### src/hw/ups_macros.svh
/*
 * Build-time constants for the zero-insertion interpolator.
 * Lane count, factor, field widths and APB register offsets.
 */
`ifndef UPS_MACROS_SVH
`define UPS_MACROS_SVH

`default_nettype none

`define UPS_LANES      4         // Channels, one lane each
`define UPS_FACTOR     4         // Interpolation factor
`define UPS_DATA_W     16        // Signed sample width
`define UPS_PHASE_W    2         // Per-lane phase field
`define UPS_CHAN_W     2         // Channel index
`define UPS_MAX_PHASE  ((1 << `UPS_PHASE_W) - 1)

// APB map
`define UPS_APB_AW     8
`define UPS_REG_CTRL   8'h00     // Bit 0 enable
`define UPS_REG_PHASE  8'h04     // 2 bits per lane
`define UPS_REG_STATUS 8'h08     // Sticky underrun, W1C

`default_nettype wire

`endif

### src/hw/ups_pkg.sv
/*
 * Shared types: sample, channel index, stream beats,
 * configuration word and per-lane holding slot.
 */
`include "ups_macros.svh"

`default_nettype none

package ups_pkg;

  typedef logic signed [`UPS_DATA_W-1:0] sample_t;
  typedef logic [`UPS_CHAN_W-1:0]        chan_t;

  // Input stream word
  typedef struct packed {
    chan_t   chan;
    sample_t data;
  } in_beat_t;

  // Output TDM stream word
  typedef struct packed {
    chan_t   chan;
    sample_t data;
  } out_beat_t;

  // Driven by the APB slave to every block
  typedef struct packed {
    logic                                    enable;
    logic [`UPS_LANES-1:0][`UPS_PHASE_W-1:0] phase;   // Lane 0 in low bits
  } ups_cfg_t;

  typedef struct packed {
    logic    valid;
    sample_t data;
  } hold_t;

endpackage

`default_nettype wire

### src/hw/ups_apb_regs.sv
/*
 * APB3 register slave, no wait states.
 * CTRL enable, PHASE per lane, STATUS sticky underrun flags.
 */
`include "ups_macros.svh"

`timescale 1ns/1ps
`default_nettype none

module ups_apb_regs (
  input  logic                   i_clk,
  input  logic                   i_rst_an,
  input  logic                   i_psel,
  input  logic                   i_penable,
  input  logic                   i_pwrite,
  input  logic [`UPS_APB_AW-1:0] i_paddr,
  input  logic [31:0]            i_pwdata,
  input  logic [`UPS_LANES-1:0]  i_underrun,     // One pulse per lane
  output logic [31:0]            o_prdata,
  output ups_pkg::ups_cfg_t      o_cfg
);

  logic                                    wr_en;
  logic                                    rd_en;
  logic                                    ctrl_en;
  logic [`UPS_LANES-1:0][`UPS_PHASE_W-1:0] phase;
  logic [`UPS_LANES-1:0]                   status;
  logic [`UPS_LANES-1:0]                   status_clr;

  // ------------------------------------------------------------------
  // Access decode
  // ------------------------------------------------------------------
  assign wr_en = i_psel & i_penable & i_pwrite;
  assign rd_en = i_psel & i_penable & ~i_pwrite;

  assign status_clr = (wr_en && i_paddr == `UPS_REG_STATUS) ?
                      i_pwdata[`UPS_LANES-1:0] : '0;

  always_ff @(posedge i_clk or negedge i_rst_an)
  begin
    if (!i_rst_an)
    begin
      ctrl_en <= 1'b0;
      phase   <= '0;
    end
    else if (wr_en)
    begin
      if (i_paddr == `UPS_REG_CTRL)
        ctrl_en <= i_pwdata[0];
      if (i_paddr == `UPS_REG_PHASE)
        phase <= i_pwdata[`UPS_LANES*`UPS_PHASE_W-1:0];
    end
  end

  // Set beats clear in the same cycle
  always_ff @(posedge i_clk or negedge i_rst_an)
  begin
    if (!i_rst_an)
      status <= '0;
    else
      status <= (status & ~status_clr) | i_underrun;
  end

  // ------------------------------------------------------------------
  // Read mux, valid in the access phase
  // ------------------------------------------------------------------
  always_comb
  begin
    o_prdata = '0;
    if (rd_en)
    begin
      case (i_paddr)
        `UPS_REG_CTRL:   o_prdata = 32'(ctrl_en);
        `UPS_REG_PHASE:  o_prdata = 32'(phase);
        `UPS_REG_STATUS: o_prdata = 32'(status);
        default:         o_prdata = '0;
      endcase
    end
  end

  assign o_cfg.enable = ctrl_en;
  assign o_cfg.phase  = phase;

endmodule

`default_nettype wire

### src/hw/ups_dispatch.sv
/*
 * Input stream handshake and one-deep holding slot per lane.
 */
`include "ups_macros.svh"

`timescale 1ns/1ps
`default_nettype none

module ups_dispatch (
  input  logic                  i_clk,
  input  logic                  i_rst_an,
  input  ups_pkg::ups_cfg_t     i_cfg,
  input  logic                  i_in_valid,
  input  ups_pkg::in_beat_t     i_in,
  input  logic [`UPS_LANES-1:0] i_take,         // Slot drained by lane
  output logic                  o_in_ready,
  output ups_pkg::hold_t        o_hold [`UPS_LANES]
);

  logic [`UPS_LANES-1:0] slot_valid;
  ups_pkg::sample_t      slot_data [`UPS_LANES];
  logic                  xfer;

  // Addressed slot empty, or being drained this cycle
  assign o_in_ready = i_cfg.enable &
                      (~slot_valid[i_in.chan] | i_take[i_in.chan]);
  assign xfer       = i_in_valid & o_in_ready;

  always_ff @(posedge i_clk or negedge i_rst_an)
  begin
    if (!i_rst_an)
      slot_valid <= '0;
    else if (!i_cfg.enable)
      slot_valid <= '0;                          // Flush while disabled
    else
    begin
      for (int l = 0; l < `UPS_LANES; l++)
      begin
        if (xfer && i_in.chan == ups_pkg::chan_t'(l))
          slot_valid[l] <= 1'b1;                 // Refill wins over take
        else if (i_take[l])
          slot_valid[l] <= 1'b0;
      end
    end
  end

  // Sample payload
  always_ff @(posedge i_clk)
  begin
    for (int l = 0; l < `UPS_LANES; l++)
    begin
      if (xfer && i_in.chan == ups_pkg::chan_t'(l))
        slot_data[l] <= i_in.data;
    end
  end

  always_comb
  begin
    for (int l = 0; l < `UPS_LANES; l++)
    begin
      o_hold[l].valid = slot_valid[l];
      o_hold[l].data  = slot_data[l];
    end
  end

endmodule

`default_nettype wire

### src/hw/ups_zero_stuff_lane.sv
/*
 * One interpolator lane: modulo-factor load counter,
 * zero-insertion mux and programmable phase delay taps.
 */
`include "ups_macros.svh"

`timescale 1ns/1ps
`default_nettype none

module ups_zero_stuff_lane #(
  parameter int LANE_ID = 0                    // Selects the phase field
) (
  input  logic              i_clk,
  input  logic              i_rst_an,
  input  ups_pkg::ups_cfg_t i_cfg,
  input  logic              i_tick,
  input  ups_pkg::hold_t    i_hold,
  output logic              o_take,
  output logic              o_underrun,
  output ups_pkg::sample_t  o_data
);

  localparam int CNT_W = (`UPS_FACTOR > 1) ? $clog2(`UPS_FACTOR) : 1;
  localparam int NTAPS = `UPS_MAX_PHASE + 1;

  logic [CNT_W-1:0] load_cnt;
  logic             step;
  logic             load;
  ups_pkg::sample_t stuffed;
  ups_pkg::sample_t taps [NTAPS];

  // ------------------------------------------------------------------
  // Load decision and zero insertion
  // ------------------------------------------------------------------
  assign step       = i_tick & i_cfg.enable;   // Ticks ignored when off
  assign load       = (load_cnt == '0);
  assign o_take     = step & load & i_hold.valid;
  assign o_underrun = step & load & ~i_hold.valid;
  assign stuffed    = o_take ? i_hold.data : '0;

  // Counter restarts at 0, so the first tick after enable loads
  always_ff @(posedge i_clk or negedge i_rst_an)
  begin
    if (!i_rst_an)
      load_cnt <= '0;
    else if (!i_cfg.enable)
      load_cnt <= '0;
    else if (step)
    begin
      if (load_cnt == CNT_W'(`UPS_FACTOR - 1))
        load_cnt <= '0;
      else
        load_cnt <= load_cnt + 1'b1;
    end
  end

  // ------------------------------------------------------------------
  // Phase delay chain, tap n holds stuffed value k-n
  // ------------------------------------------------------------------
  always_ff @(posedge i_clk or negedge i_rst_an)
  begin
    if (!i_rst_an)
    begin
      for (int t = 0; t < NTAPS; t++)
        taps[t] <= '0;
    end
    else if (!i_cfg.enable)
    begin
      for (int t = 0; t < NTAPS; t++)
        taps[t] <= '0;
    end
    else if (step)
    begin
      taps[0] <= stuffed;
      for (int t = 1; t < NTAPS; t++)
        taps[t] <= taps[t-1];
    end
  end

  assign o_data = taps[i_cfg.phase[LANE_ID]];  // Phase picks the tap

endmodule

`default_nettype wire

### src/hw/ups_tdm_collect.sv
/*
 * Snapshot of all lane outputs one cycle after each tick,
 * shifted out as a channel-tagged TDM burst.
 */
`include "ups_macros.svh"

`timescale 1ns/1ps
`default_nettype none

module ups_tdm_collect (
  input  logic               i_clk,
  input  logic               i_rst_an,
  input  ups_pkg::ups_cfg_t  i_cfg,
  input  logic               i_tick,
  input  ups_pkg::sample_t   i_lane_data [`UPS_LANES],
  output logic               o_out_valid,
  output ups_pkg::out_beat_t o_out
);

  logic             tick_d;                    // Lanes settled after this
  logic             busy;
  ups_pkg::chan_t   beat_cnt;
  ups_pkg::sample_t bank [`UPS_LANES];

  always_ff @(posedge i_clk or negedge i_rst_an)
  begin
    if (!i_rst_an)
    begin
      tick_d   <= 1'b0;
      busy     <= 1'b0;
      beat_cnt <= '0;
    end
    else if (!i_cfg.enable)
    begin
      tick_d   <= 1'b0;
      busy     <= 1'b0;
      beat_cnt <= '0;
    end
    else
    begin
      tick_d <= i_tick;
      if (tick_d)
      begin
        busy     <= 1'b1;                      // Burst starts next cycle
        beat_cnt <= '0;
      end
      else if (busy)
      begin
        beat_cnt <= beat_cnt + 1'b1;
        if (beat_cnt == ups_pkg::chan_t'(`UPS_LANES - 1))
          busy <= 1'b0;
      end
    end
  end

  // Bank loads on capture, then shifts toward slot 0
  always_ff @(posedge i_clk)
  begin
    if (tick_d)
      bank <= i_lane_data;
    else if (busy)
    begin
      for (int i = 0; i < `UPS_LANES - 1; i++)
        bank[i] <= bank[i+1];
    end
  end

  assign o_out_valid = busy;
  assign o_out.chan  = beat_cnt;
  assign o_out.data  = bank[0];

endmodule

`default_nettype wire

### src/hw/ups_top.sv
/*
 * Four-channel zero-insertion interpolator front end.
 * APB registers, dispatcher, lane array and TDM collector.
 */
`include "ups_macros.svh"

`timescale 1ns/1ps
`default_nettype none

module ups_top (
  input  logic                   i_clk,
  input  logic                   i_rst_an,

  // APB slave
  input  logic                   i_psel,
  input  logic                   i_penable,
  input  logic                   i_pwrite,
  input  logic [`UPS_APB_AW-1:0] i_paddr,
  input  logic [31:0]            i_pwdata,
  output logic [31:0]            o_prdata,

  // Output rate strobe
  input  logic                   i_tick,

  // Input stream
  input  logic                   i_in_valid,
  input  ups_pkg::in_beat_t      i_in,
  output logic                   o_in_ready,

  // TDM output, no back-pressure
  output logic                   o_out_valid,
  output ups_pkg::out_beat_t     o_out
);

  ups_pkg::ups_cfg_t     cfg;
  logic [`UPS_LANES-1:0] underrun;
  logic [`UPS_LANES-1:0] take;
  ups_pkg::hold_t        hold [`UPS_LANES];
  ups_pkg::sample_t      lane_data [`UPS_LANES];

  ups_apb_regs ups_apb_regs_inst (
    .i_clk      (i_clk),
    .i_rst_an   (i_rst_an),
    .i_psel     (i_psel),
    .i_penable  (i_penable),
    .i_pwrite   (i_pwrite),
    .i_paddr    (i_paddr),
    .i_pwdata   (i_pwdata),
    .i_underrun (underrun),
    .o_prdata   (o_prdata),
    .o_cfg      (cfg)
  );

  ups_dispatch ups_dispatch_inst (
    .i_clk      (i_clk),
    .i_rst_an   (i_rst_an),
    .i_cfg      (cfg),
    .i_in_valid (i_in_valid),
    .i_in       (i_in),
    .i_take     (take),
    .o_in_ready (o_in_ready),
    .o_hold     (hold)
  );

  // ------------------------------------------------------------------
  // Lane array
  // ------------------------------------------------------------------
  for (genvar l = 0; l < `UPS_LANES; l++)
  begin : g_lane
    ups_zero_stuff_lane #(
      .LANE_ID (l)
    ) ups_zero_stuff_lane_inst (
      .i_clk      (i_clk),
      .i_rst_an   (i_rst_an),
      .i_cfg      (cfg),
      .i_tick     (i_tick),
      .i_hold     (hold[l]),
      .o_take     (take[l]),
      .o_underrun (underrun[l]),
      .o_data     (lane_data[l])
    );
  end

  ups_tdm_collect ups_tdm_collect_inst (
    .i_clk       (i_clk),
    .i_rst_an    (i_rst_an),
    .i_cfg       (cfg),
    .i_tick      (i_tick),
    .i_lane_data (lane_data),
    .o_out_valid (o_out_valid),
    .o_out       (o_out)
  );

endmodule

`default_nettype wire

### config.mk
export PLATFORM = sky130hd
export DESIGN_NAME = ups_top
export DESIGN_NICKNAME = d
export VERILOG_FILES = /design/src/hw/ups_pkg.sv /design/src/hw/ups_apb_regs.sv /design/src/hw/ups_dispatch.sv /design/src/hw/ups_zero_stuff_lane.sv /design/src/hw/ups_tdm_collect.sv /design/src/hw/ups_top.sv
export VERILOG_INCLUDE_DIRS = /design/src /design/src/hw
export SDC_FILE = /design/constraint.sdc
export NUM_CORES = 1
export LEC_CHECK = 0
export ABC_AREA = 1
export CAP_MARGIN = 20
export CORE_MARGIN = 2
export CORE_UTILIZATION = 25
export CTS_CLUSTER_SIZE = 16
export DETAILED_ROUTE_END_ITERATION = 16
export DONT_BUFFER_PORTS = 1
export PLACE_DENSITY_LB_ADDON = 0.05
export SKIP_LAST_GASP = 1
export SLEW_MARGIN = 15
export SYNTH_ARGS = -nofsm -noshare
export SYNTH_HDL_FRONTEND = slang
export SYNTH_SLANG_ARGS = --single-unit
### constraint.sdc
create_clock -name i_clk -period 3.6 [get_ports i_clk]
set_input_delay 0.72 -clock i_clk [delete_from_list [all_inputs] [get_ports i_clk]]
set_output_delay 0.72 -clock i_clk [all_outputs]
set_load 0.01 [all_outputs]
# Word-level counts from Yosys, hierarchy flattened
# Memory sizes are Yosys's and may differ from the RTL's.
# Cells that the tools add are included.
# word_totals
reg_bits,349
mem_bits_rw,64
input_bits,65
word_cells,192
n_memories,1
# memory_table
name,words,word_bits,rd,rd_ports_with_merged_regs,wr,line_no,rtl
ups_dispatch_inst.slot_data,4,16,4,0,1,ups_dispatch.sv:21,ups_pkg::sample_t slot_data [`UPS_LANES];
# classes
addsub,5
n_lt_le_gt_ge,5
eq_ne,16
muxes,79
bitwise_logic,32
reduce_logical,17
# op_table
cell,n
$mux W64,8
$mux W16,15
$bmux W16 S2,4
$mux W48,2
$reduce_or A16 Y1,3
$mux W2,18
$mux W32,1
$mux W1,26
$pmux W8 S3,1
$and A1 B1 Y1,18
$ne A3 B1 Y1 const B,5
$eq A2 B2 Y1 const B,7
$ge A3 B3 Y1 const B,4
$not A2 Y3,4
$add A2 B1 Y2 const B,5
$logic_not A2 Y1,5
$eq A8 B3 Y1 const B,1
$eq A8 B4 Y1 const B,1
$logic_not A8 Y1,1
$mux W4,2
$not A1 Y1,6
$logic_and A1 B1 Y1,5
$and A4 B4 Y4,1
$bmux W1 S2,2
other kinds (8),9

# Depth between registers and ports, before layout
# Gate-level depths: netlist of run 1.
# depth
word_depth,15
ltp_mapped,10
depth_no_buf,10

# Hierarchy
# Synthesis of run 1 repeated with hierarchy kept, for this count alone.
# hier_totals
hier_cells,2021
hier_area_um2,18277.5
# modules_own_cells
module,instances,cells_each,area_per_inst_um2,seq_area_each_um2
ups_zero_stuff_lane,4,379,3059.2,1651.6
ups_tdm_collect,1,258,2864.0,2021.9
ups_dispatch,1,111,2233.4,2021.9
ups_apb_regs,1,136,943.4,325.3

# Worst setup path before layout of run 1
# OpenSTA, ideal clock, no wires.
# synth_timing
kind,register -> register
start,reg ups_tdm_collect_inst.tick_d
end,reg ups_tdm_collect_inst.bank[16] in the netlist's numbering (enable)
t_arrival_ns,2.180
required_time_ns,3.198
slack_ns,1.018
stages_incl_launch_ff,5
n_path_buf,2
path_cell_list,dfrtp_1 > clkbuf_1 > buf_2 > nor2_1 > inv_1
# synth_via
elab_chain_cells,1
# synth_rtl
item,line_no,rtl
start: declaration,ups_tdm_collect.sv:20,logic tick_d;
start signal: assignment,ups_tdm_collect.sv:41,tick_d <= i_tick;
$reduce_bool A2 Y1 (no source line),n/a,
end signal: assignment,ups_tdm_collect.sv:60,bank <= i_lane_data;
end signal: indexed assignment,ups_tdm_collect.sv:64,bank[i] <= bank[i+1];
end: declaration,ups_tdm_collect.sv:23,ups_pkg::sample_t bank [`UPS_LANES];
# Every way passes these cells.
# A chain may end at the register's enable or synchronous reset.

# Worst setup path after layout of run 1
# layout_timing
start,reg ups_apb_regs_inst.ctrl_en
end,out o_in_ready
# layout_via
elab_chain_cells,7
# layout_rtl
item,line_no,rtl
start: declaration,ups_apb_regs.sv:25,logic ctrl_en;
start signal: assignment,ups_apb_regs.sv:49,ctrl_en <= i_pwdata[0];
$and A1 B1 Y1 *,ups_zero_stuff_lane.sv:35,assign step = i_tick & i_cfg.enable;
via g_lane[0].ups_zero_stuff_lane_inst.step,ups_zero_stuff_lane.sv:27,logic step;
$and A1 B1 Y1 (2 in series),ups_zero_stuff_lane.sv:37,assign o_take = step & load & i_hold.valid;
$bmux W1 S2 *,ups_dispatch.sv:26,(~slot_valid[i_in.chan] | i_take[i_in.chan]);
$mux W1 (implied by the code) *,ups_dispatch.sv:26,
$or A1 B1 Y1 *,ups_dispatch.sv:26,
$and A1 B1 Y1 *,ups_dispatch.sv:25,assign o_in_ready = i_cfg.enable &
end: declaration,ups_top.sv:28,"output logic o_in_ready,"
# Mark *: on every way through the listed nets, which the timed path passes. The rest lies on a longest branch. The select of a mux whose other input is x is not followed.

==> reports/qor.csv, run 1 <==
stage;metric;value;unit
yosys;synth_top_family_by_area;compound AO/OA/AOI/OAI gates;
clock_tree;tritoncts;done;
layout;nets;1719;
detailed_routing;drc;0;
clock_tree;cts_root_buf;clkbuf_16;
floorplan;core_area;0.0715;mm²
global_routing;grt_max_degree;286;
yosys;syn-cell-area;0.0180;mm²
critical_path;startpoint_type;flop;
global_routing;grt_overflow;0;
global_routing;grt_pass1_vias;12300;
layout;seq_area;0.0110;mm²
floorplan;fp.dieH;272;µm
critical_path;arrival;2.32;ns
yosys;synth_seq_cells;413;
yosys;synth_area_leaders;dfrtp_1, edfxtp_1, o22ai_2, inv_1, o21ai_0;
clock_tree;clock_path_buffers;3;
pwr;power.density;622;mW/mm²
sta;fin_skew;0.0278;ns
clock_tree;numCtsBuffers;52;
sta;holdWs;-0.174;ns
clock_tree;clock_tree.htree_level_count;2;
yosys;syn_avg_cell_area;10.7;µm²
status;violations;negative hold slack;
yosys;yosysTopAreaCellShare;39.6;%
floorplan;die-area;0.0742;mm²
detailed_routing;num_vias;11900;
global_routing;grt_use_total;14.7;%
layout;multi_input_area;0.00510;mm²
placed_design;port_buffers;0;
yosys;synth_enable_flop_cells;128;
yosys;post_synth_and_or_nand_nor_area_fraction;5.78;%
sta;fmax;329;MHz
critical_path;worstPathRequired;2.88;ns
detailed_routing;first_iter_violations;610;
global_routing;antenna_found_initial;2;
pwr;p_leak;0.00790;µW
detailed_routing;routed_wl;53800;µm
yosys;synth_compound_area_share;21.5;%
yosys;synth_ff_type;dfrtp_1;
critical_path;crit_type;reg2out;
sta;layout_min_cycle_time;3.04;ns
yosys;synthArstFlopShare;69.0;%
yosys;synth_xor_area_share;0.0486;%
global_routing;grt_pass1_wl;82100;µm
layout;final_layout_size_suffix_gt1_share;13.7;%
detailed_routing;ant_nets;0;
job;max-cap-violations;0;
detailed_routing;viasPerCell;4.52;
floorplan;die_w;272;µm
yosys;synth_largest_area_cell;dfrtp_1;
critical_path;setup.worst_path.end_class;primary output;
sta;rsz0062_at_grt;no;
yosys;syn_inst;1690;
floorplan;ios;117;
yosys;synth.distinct_cells;37;
layout;n_fill_cell;7409;
yosys;seq_area_frac_synth;60.9;%
yosys;synthMuxAreaShare;0.0555;%
clock_tree;clk_pin_slew;0.06;ns
placed_design;place_hpwl;31600;µm
status;status;complete, but fails checks;
layout;area_delta_synth_final;13.1;%
detailed_routing;routedWlPerCell;20.4;µm
floorplan;initial_core_util;25.2;%
critical_path;cp_max_fo;19;
sta;finalSetupViolations;0;
floorplan;num_rows;98;
yosys;synthAdderAreaFrac;0.417;%
clock_tree;cts_num_sinks;413;
pwr;irDropWorstVdd;0.342;mV
sta;slew_violations;0;
sta;worstMarginPinSlew;1.16;ns
sta;hold_violations;285;
detailed_routing;drt_pass1_iterations;5;
worst_hold_path;hold_class;in2async;
placed_design;globalplace.congestion;0.716;
clock_tree;clock_latency;0.60;ns
sta;fin_crit_sh;84.4;%
sta;fin_setup_tns;0;ns
sta;maxSlewHeadroom;22.8;%
yosys;ys_warn_count;0;
-- layer usage --
metal	vias to the layer above	global-route usage, %	part of all wire (%)
li1	5669	-	-
met1	6022	21.5	50
met2	191	21.9	44
met3	59	2.89	4.6
met4	0	3.93	2.0
met5	-	0	0
-- per-stage QoR --
stage                     worst slack, ns  total power [µW]  area [µm²]  utilization [%]  std cells
after floorplan                      1.02              7210       18100                -       1713
after global placement              0.733              7730       18700             26.2       2544
after detailed placement            0.729              7760       18700             26.2       2544
after CTS                           0.489             12900       20400             28.5       2642
after global routing                0.433             13400       20400             28.5       2642
final                               0.561             12700       20400             28.5       2643
-- power breakdown --
part           leakage [µW]  switching, µW  total, µW  internal, µW
sequential          0.00511            319       5880          5560
combinational       0.00197           1160       1770           604
clock              0.000820           2110       5040          2930
total               0.00790           3590      12700          9100
-- synthesized netlist by cell type, types with 3 or more instances --
master	instances
clkbuf_1	49
buf_6	12
nor2_1	61
inv_1	298
nand2_2	3
o21ai_0	187
a31oi_1	48
clkinv_1	3
inv_2	3
nand3_1	80
o22ai_1	92
buf_4	43
nand2_1	57
buf_2	44
nor3_1	8
ha_1	6
o22ai_2	100
dfrtp_1	285
edfxtp_1	128
o21ai_1	10
nand4_1	4
buf_1	4
nor2_4	3
a21oi_1	149
-- cell type report --
class | count | area share (%)
clock inverters | 26 | 0.810
diodes | 1 | 0.0123
multi-input cells | 842 | 25.0
well taps | 950 | 5.83
repair buffers | 34 | 1.56
clock buffers | 72 | 7.26
inverters | 305 | 5.64
flip-flops and latches | 413 | 53.9
-- timing repair --
item	in CTS	in global routing
endpoints found under the hold margin	285	285
resized for setup	0	0
setup buffers	0	0
-- critical path: stages, from the launching register on --
cell     delay, ns
dfrtp_1       0.46
nand2_8       0.19
inv_6         0.15
nand2_2       0.13
nor2_1        0.12
nor2_1        0.07
a21oi_1       0.38
buf_4         0.21
-- cell families (layout without fill, tap and decap cells) --
family / count (synthesis) / in the layout
xor gates and xnor gates: 1 / 1
AOI/OAI and AO/OA: 588 / 588
muxes: 1 / 1
and+or+nand+nor: 222 / 222
other: 1 / 25
DFF: 413 / 413
adders and majority gates: 6 / 6
buffers and inverters: 458 / 437
-- worst paths after layout --
path | cells past startpoint | from | slack (ns) | endpoint
worst min register to register | 2 | ups_dispatch_inst.slot_data[2][11]$_DFFE_PP_ | 0.48 | g_lane[2].ups_zero_stuff_lane_inst.taps[59]$_DFFE_PN0P_
min in group i_clk | 0 | i_in[5] | 0.21 | ups_dispatch_inst.slot_data[3][5]$_DFFE_PP_
worst max-delay path | 7 | ups_apb_regs_inst.ctrl_en$_DFFE_PN0P_ | 0.56 | o_in_ready
worst min-delay path | 0 | i_rst_an | -0.17 | g_lane[0].ups_zero_stuff_lane_inst.taps[28]$_DFFE_PN0P_
max in group asynchronous | 0 | i_rst_an | 3.23 | ups_tdm_collect_inst.tick_d$_DFF_PN0_
worst max register to register | 4 | ups_apb_regs_inst.ctrl_en$_DFFE_PN0P_ | 0.95 | g_lane[3].ups_zero_stuff_lane_inst.taps[39]$_DFFE_PN0P_
-- flip-flops by register name (all words and copies together) (netlist names) --
signal / count
ups_tdm_collect_inst.bank: 48
ups_tdm_collect_inst.o_out: 16
ups_tdm_collect_inst.tick_d: 1
ups_apb_regs_inst.o_cfg: 8
g_lane.ups_zero_stuff_lane_inst.taps: 256
ups_apb_regs_inst.ctrl_en: 1
ups_tdm_collect_inst.beat_cnt: 2
g_lane.ups_zero_stuff_lane_inst.load_cnt: 8
ups_apb_regs_inst.status: 4
ups_tdm_collect_inst.o_out_valid: 1
ups_dispatch_inst.slot_valid: 4
ups_dispatch_inst.slot_data: 64
-- cell usage in the layout, fill, tap and decap left out, types with 3 or more instances in the layout --
cell,n
nor2_1,61
conb_1,24
edfxtp_1,128
a31oi_1,48
o21ai_0,187
nor2_4,3
nand2_2,3
nand4_1,4
clkinv_1,9
o22ai_1,92
dfrtp_1,284
nand2_1,57
o21ai_1,10
clkbuf_1,12
clkbuf_16,54
a21oi_1,149
ha_1,6
clkinv_2,16
nand3_1,80
inv_1,297
nor3_1,8
o22ai_2,100
buf_4,29
inv_2,4
clkbuf_8,6
buf_12,5
Power figures use the tool's default switching activity.
==> run 2, diff against run 1 <==
Clock period 3.6 ns to 2.7 ns, I/O delays scaled along.
==> run 2 against run 1 <==
Net effect:
- the run still ends with negative hold slack left
- sequential power is 33% higher
- sequential share of layout area is 0.66 points lower
- global-route usage is 0.069 points lower
- cell count is 0.98% higher
==> reports/qor.csv, run 2 (synthesized netlist as in run 1, its figures left out) <==
stage;metric;value;unit
pwr;p_sw_share;28.1;%
layout;seq_area;0.0110;mm²
job;max-cap-violations;0;
detailed_routing;ant_nets;0;
sta;fin_crit_sh;96.1;%
detailed_routing;routedWlPerCell;20.2;µm
floorplan;core_area;0.0715;mm²
pwr;power.density;814;mW/mm²
pwr;p_comb_share;14.3;%
global_routing;antenna_found_initial;5;
pwr;pwr-share-seq;46.6;%
clock_tree;cts_num_sinks;413;
sta;fin_skew;0.0181;ns
layout;instances_no_fill;2669;
layout;regMostFlops;g_lane.ups_zero_stuff_lane_inst.taps;
detailed_routing;first_iter_violations;689;
status;status;complete, but fails checks;
clock_tree;clock_path_buffers;3;
critical_path;worstPathRequired;2.16;ns
global_routing;grt_overflow;0;
critical_path;r2r-start;ups_apb_regs_inst.ctrl_en$_DFFE_PN0P_;
critical_path;crit_type;reg2out;
critical_path;cp_max_fo;11;
sta;worstMarginPinSlew;1.06;ns
layout;final_layout_size_suffix_gt1_share;14.3;%
floorplan;ios;117;
critical_path;crit_start;ups_apb_regs_inst.ctrl_en$_DFFE_PN0P_;
placed_design;globalplace.congestion;0.729;
global_routing;grt_pass1_wl;81900;µm
sta;maxSlewHeadroom;29.6;%
placed_design;placedCellCount;2558;
layout;largest_registers;g_lane.ups_zero_stuff_lane_inst.taps x256, ups_dispatch_inst.slot_data x64, ups_tdm_collect_inst.bank x48;
sta;fin_setup_tns;0;ns
sta;fmax;386;MHz
clock_tree;tritoncts;done;
layout;layout_commonest_cell;inv_1;
floorplan;num_rows;98;
sta;finalSetupViolations;0;
detailed_routing;routed_wl;53900;µm
clock_tree;numCtsBuffers;51;
clock_tree;clock_tree.htree_level_count;2;
pwr;internal-power;12100;µW
layout;n_fill_cell;7414;
critical_path;arrival;2.05;ns
clock_tree;cts_root_buf;clkbuf_16;
global_routing;grt_use_total;14.6;%
global_routing;grt_pass1_vias;12100;
critical_path;rrSetupSlack;0.62;ns
critical_path;r2r.worst_path.cells;9;
floorplan;fp.dieH;272;µm
pwr;irDropWorstVdd;0.376;mV
floorplan;die-area;0.0742;mm²
detailed_routing;drt_pass1_iterations;5;
global_routing;grt_max_degree;286;
layout;multi_input_area;0.00513;mm²
layout;area_delta_synth_final;14.5;%
status;violations;negative hold slack;
layout;largest_register_ffs;256;
placed_design;place_hpwl;32300;µm
critical_path;startpoint_type;flop;
sta;holdWs;-0.360;ns
floorplan;initial_core_util;25.2;%
detailed_routing;drc;0;
sta;slew_violations;0;
sta;hold_violations;285;
clock_tree;clock_latency;0.59;ns
sta;layout_min_cycle_time;2.59;ns
layout;layout_common_cells;inv_1, dfrtp_1, o21ai_0;
critical_path;worstSetupEndpoint;o_in_ready;
floorplan;die_w;272;µm
clock_tree;postCtsHoldBufs;11;
pwr;p_clk_share;39.1;%
worst_hold_path;hold_class;in2async;
clock_tree;clk_pin_slew;0.06;ns
layout;nets;1745;
placed_design;port_buffers;0;
pwr;p_leak;0.00800;µW
pwr;p_switching;4720;µW
detailed_routing;viasPerCell;4.42;
critical_path;worst_r2r_endpoint;ups_dispatch_inst.slot_data[0][10]$_DFFE_PP_;
critical_path;setup.worst_path.end_class;primary output;
detailed_routing;num_vias;11800;
run 2: cell types whose count changed in the layout (fill, tap and decap cells not counted), moves of 2 or more:
cell,before,now
buf_4,29,40
buf_12,5,9
clkbuf_8,6,10
clkinv_2,16,6
inv_1,297,295
clkbuf_16,54,52
clkinv_1,9,5
clkbuf_1,12,23
dlygate4sd3_1,0,11
inv_2,4,6
run 2: routing by layer:
metal | GRT usage [%] | vias up | share of wire [%]
met3 | 2.78 | 58 | 4.6
met1 | 21.8 | 5782 | 51
met5 | 0 | - | 0
met4 | 3.54 | 0 | 1.8
met2 | 21.6 | 223 | 43
li1 | - | 5725 | -
run 2: critical path, stage by stage (launching register included):
cell     delay, ns
dfrtp_2       0.45
nand2_8       0.19
inv_6         0.08
nand2_2       0.12
nor2_1        0.06
nor2_1        0.26
a21oi_4       0.13
buf_4         0.17
run 2: metrics by stage:
stage / instance area (µm²) / total power [µW] / setup slack [ns] / util (%) / hold WS (ns)
finish: 20600 / 16800 / 0.106 / 28.9 / -0.360
floorplan: 18100 / 9620 / 0.118 / - / 0.244
global route: 20600 / 17700 / -0.00166 / 28.9 / -0.397
CTS: 20600 / 17200 / 0.00260 / 28.8 / -0.401
global placement: 18900 / 10300 / 0.382 / 26.4 / 0.259
detailed placement: 18900 / 10300 / 0.393 / 26.4 / 0.258
run 2: worst min-delay path by stage:
stage	end	slack, ns	cells past startpoint
after floorplan	g_lane[0].ups_zero_stuff_lane_inst.load_cnt[0]$_DFFE_PN0P_	0.24	0
after global placement	g_lane[0].ups_zero_stuff_lane_inst.taps[17]$_DFFE_PN0P_	0.26	0
after detailed placement	g_lane[0].ups_zero_stuff_lane_inst.taps[17]$_DFFE_PN0P_	0.26	0
after CTS	g_lane[0].ups_zero_stuff_lane_inst.taps[17]$_DFFE_PN0P_	-0.40	0
after global routing	g_lane[0].ups_zero_stuff_lane_inst.taps[17]$_DFFE_PN0P_	-0.40	0
final	g_lane[0].ups_zero_stuff_lane_inst.taps[18]$_DFFE_PN0P_	-0.36	0
run 2: final cells by class:
| type | count | area share [%] |
|---|---|---|
| diodes | 2 | 0.0242 |
| clock buffers | 85 | 7.39 |
| clock inverters | 11 | 0.339 |
| inverters | 305 | 5.57 |
| multi-input cells | 843 | 24.9 |
| flip-flops and latches | 413 | 53.2 |
| well taps | 950 | 5.76 |
| repair buffers | 60 | 2.86 |
run 2: power groups by stage:
stage	combinational, µW	clock, µW	sequential [µW]
final	2410	6570	7830
after CTS	2450	6870	7840
after global routing	2710	7100	7940
after global placement	2370	0	7950
after detailed placement	2390	0	7950
after floorplan	1860	0	7760
run 2: what timing repair did:
item	in CTS	in global routing
cloned	1	0
resized for setup	2	5
pin swaps	2	2
buffers inserted	1	0
endpoints found under the hold margin	324	285
setup endpoints to repair	1	1
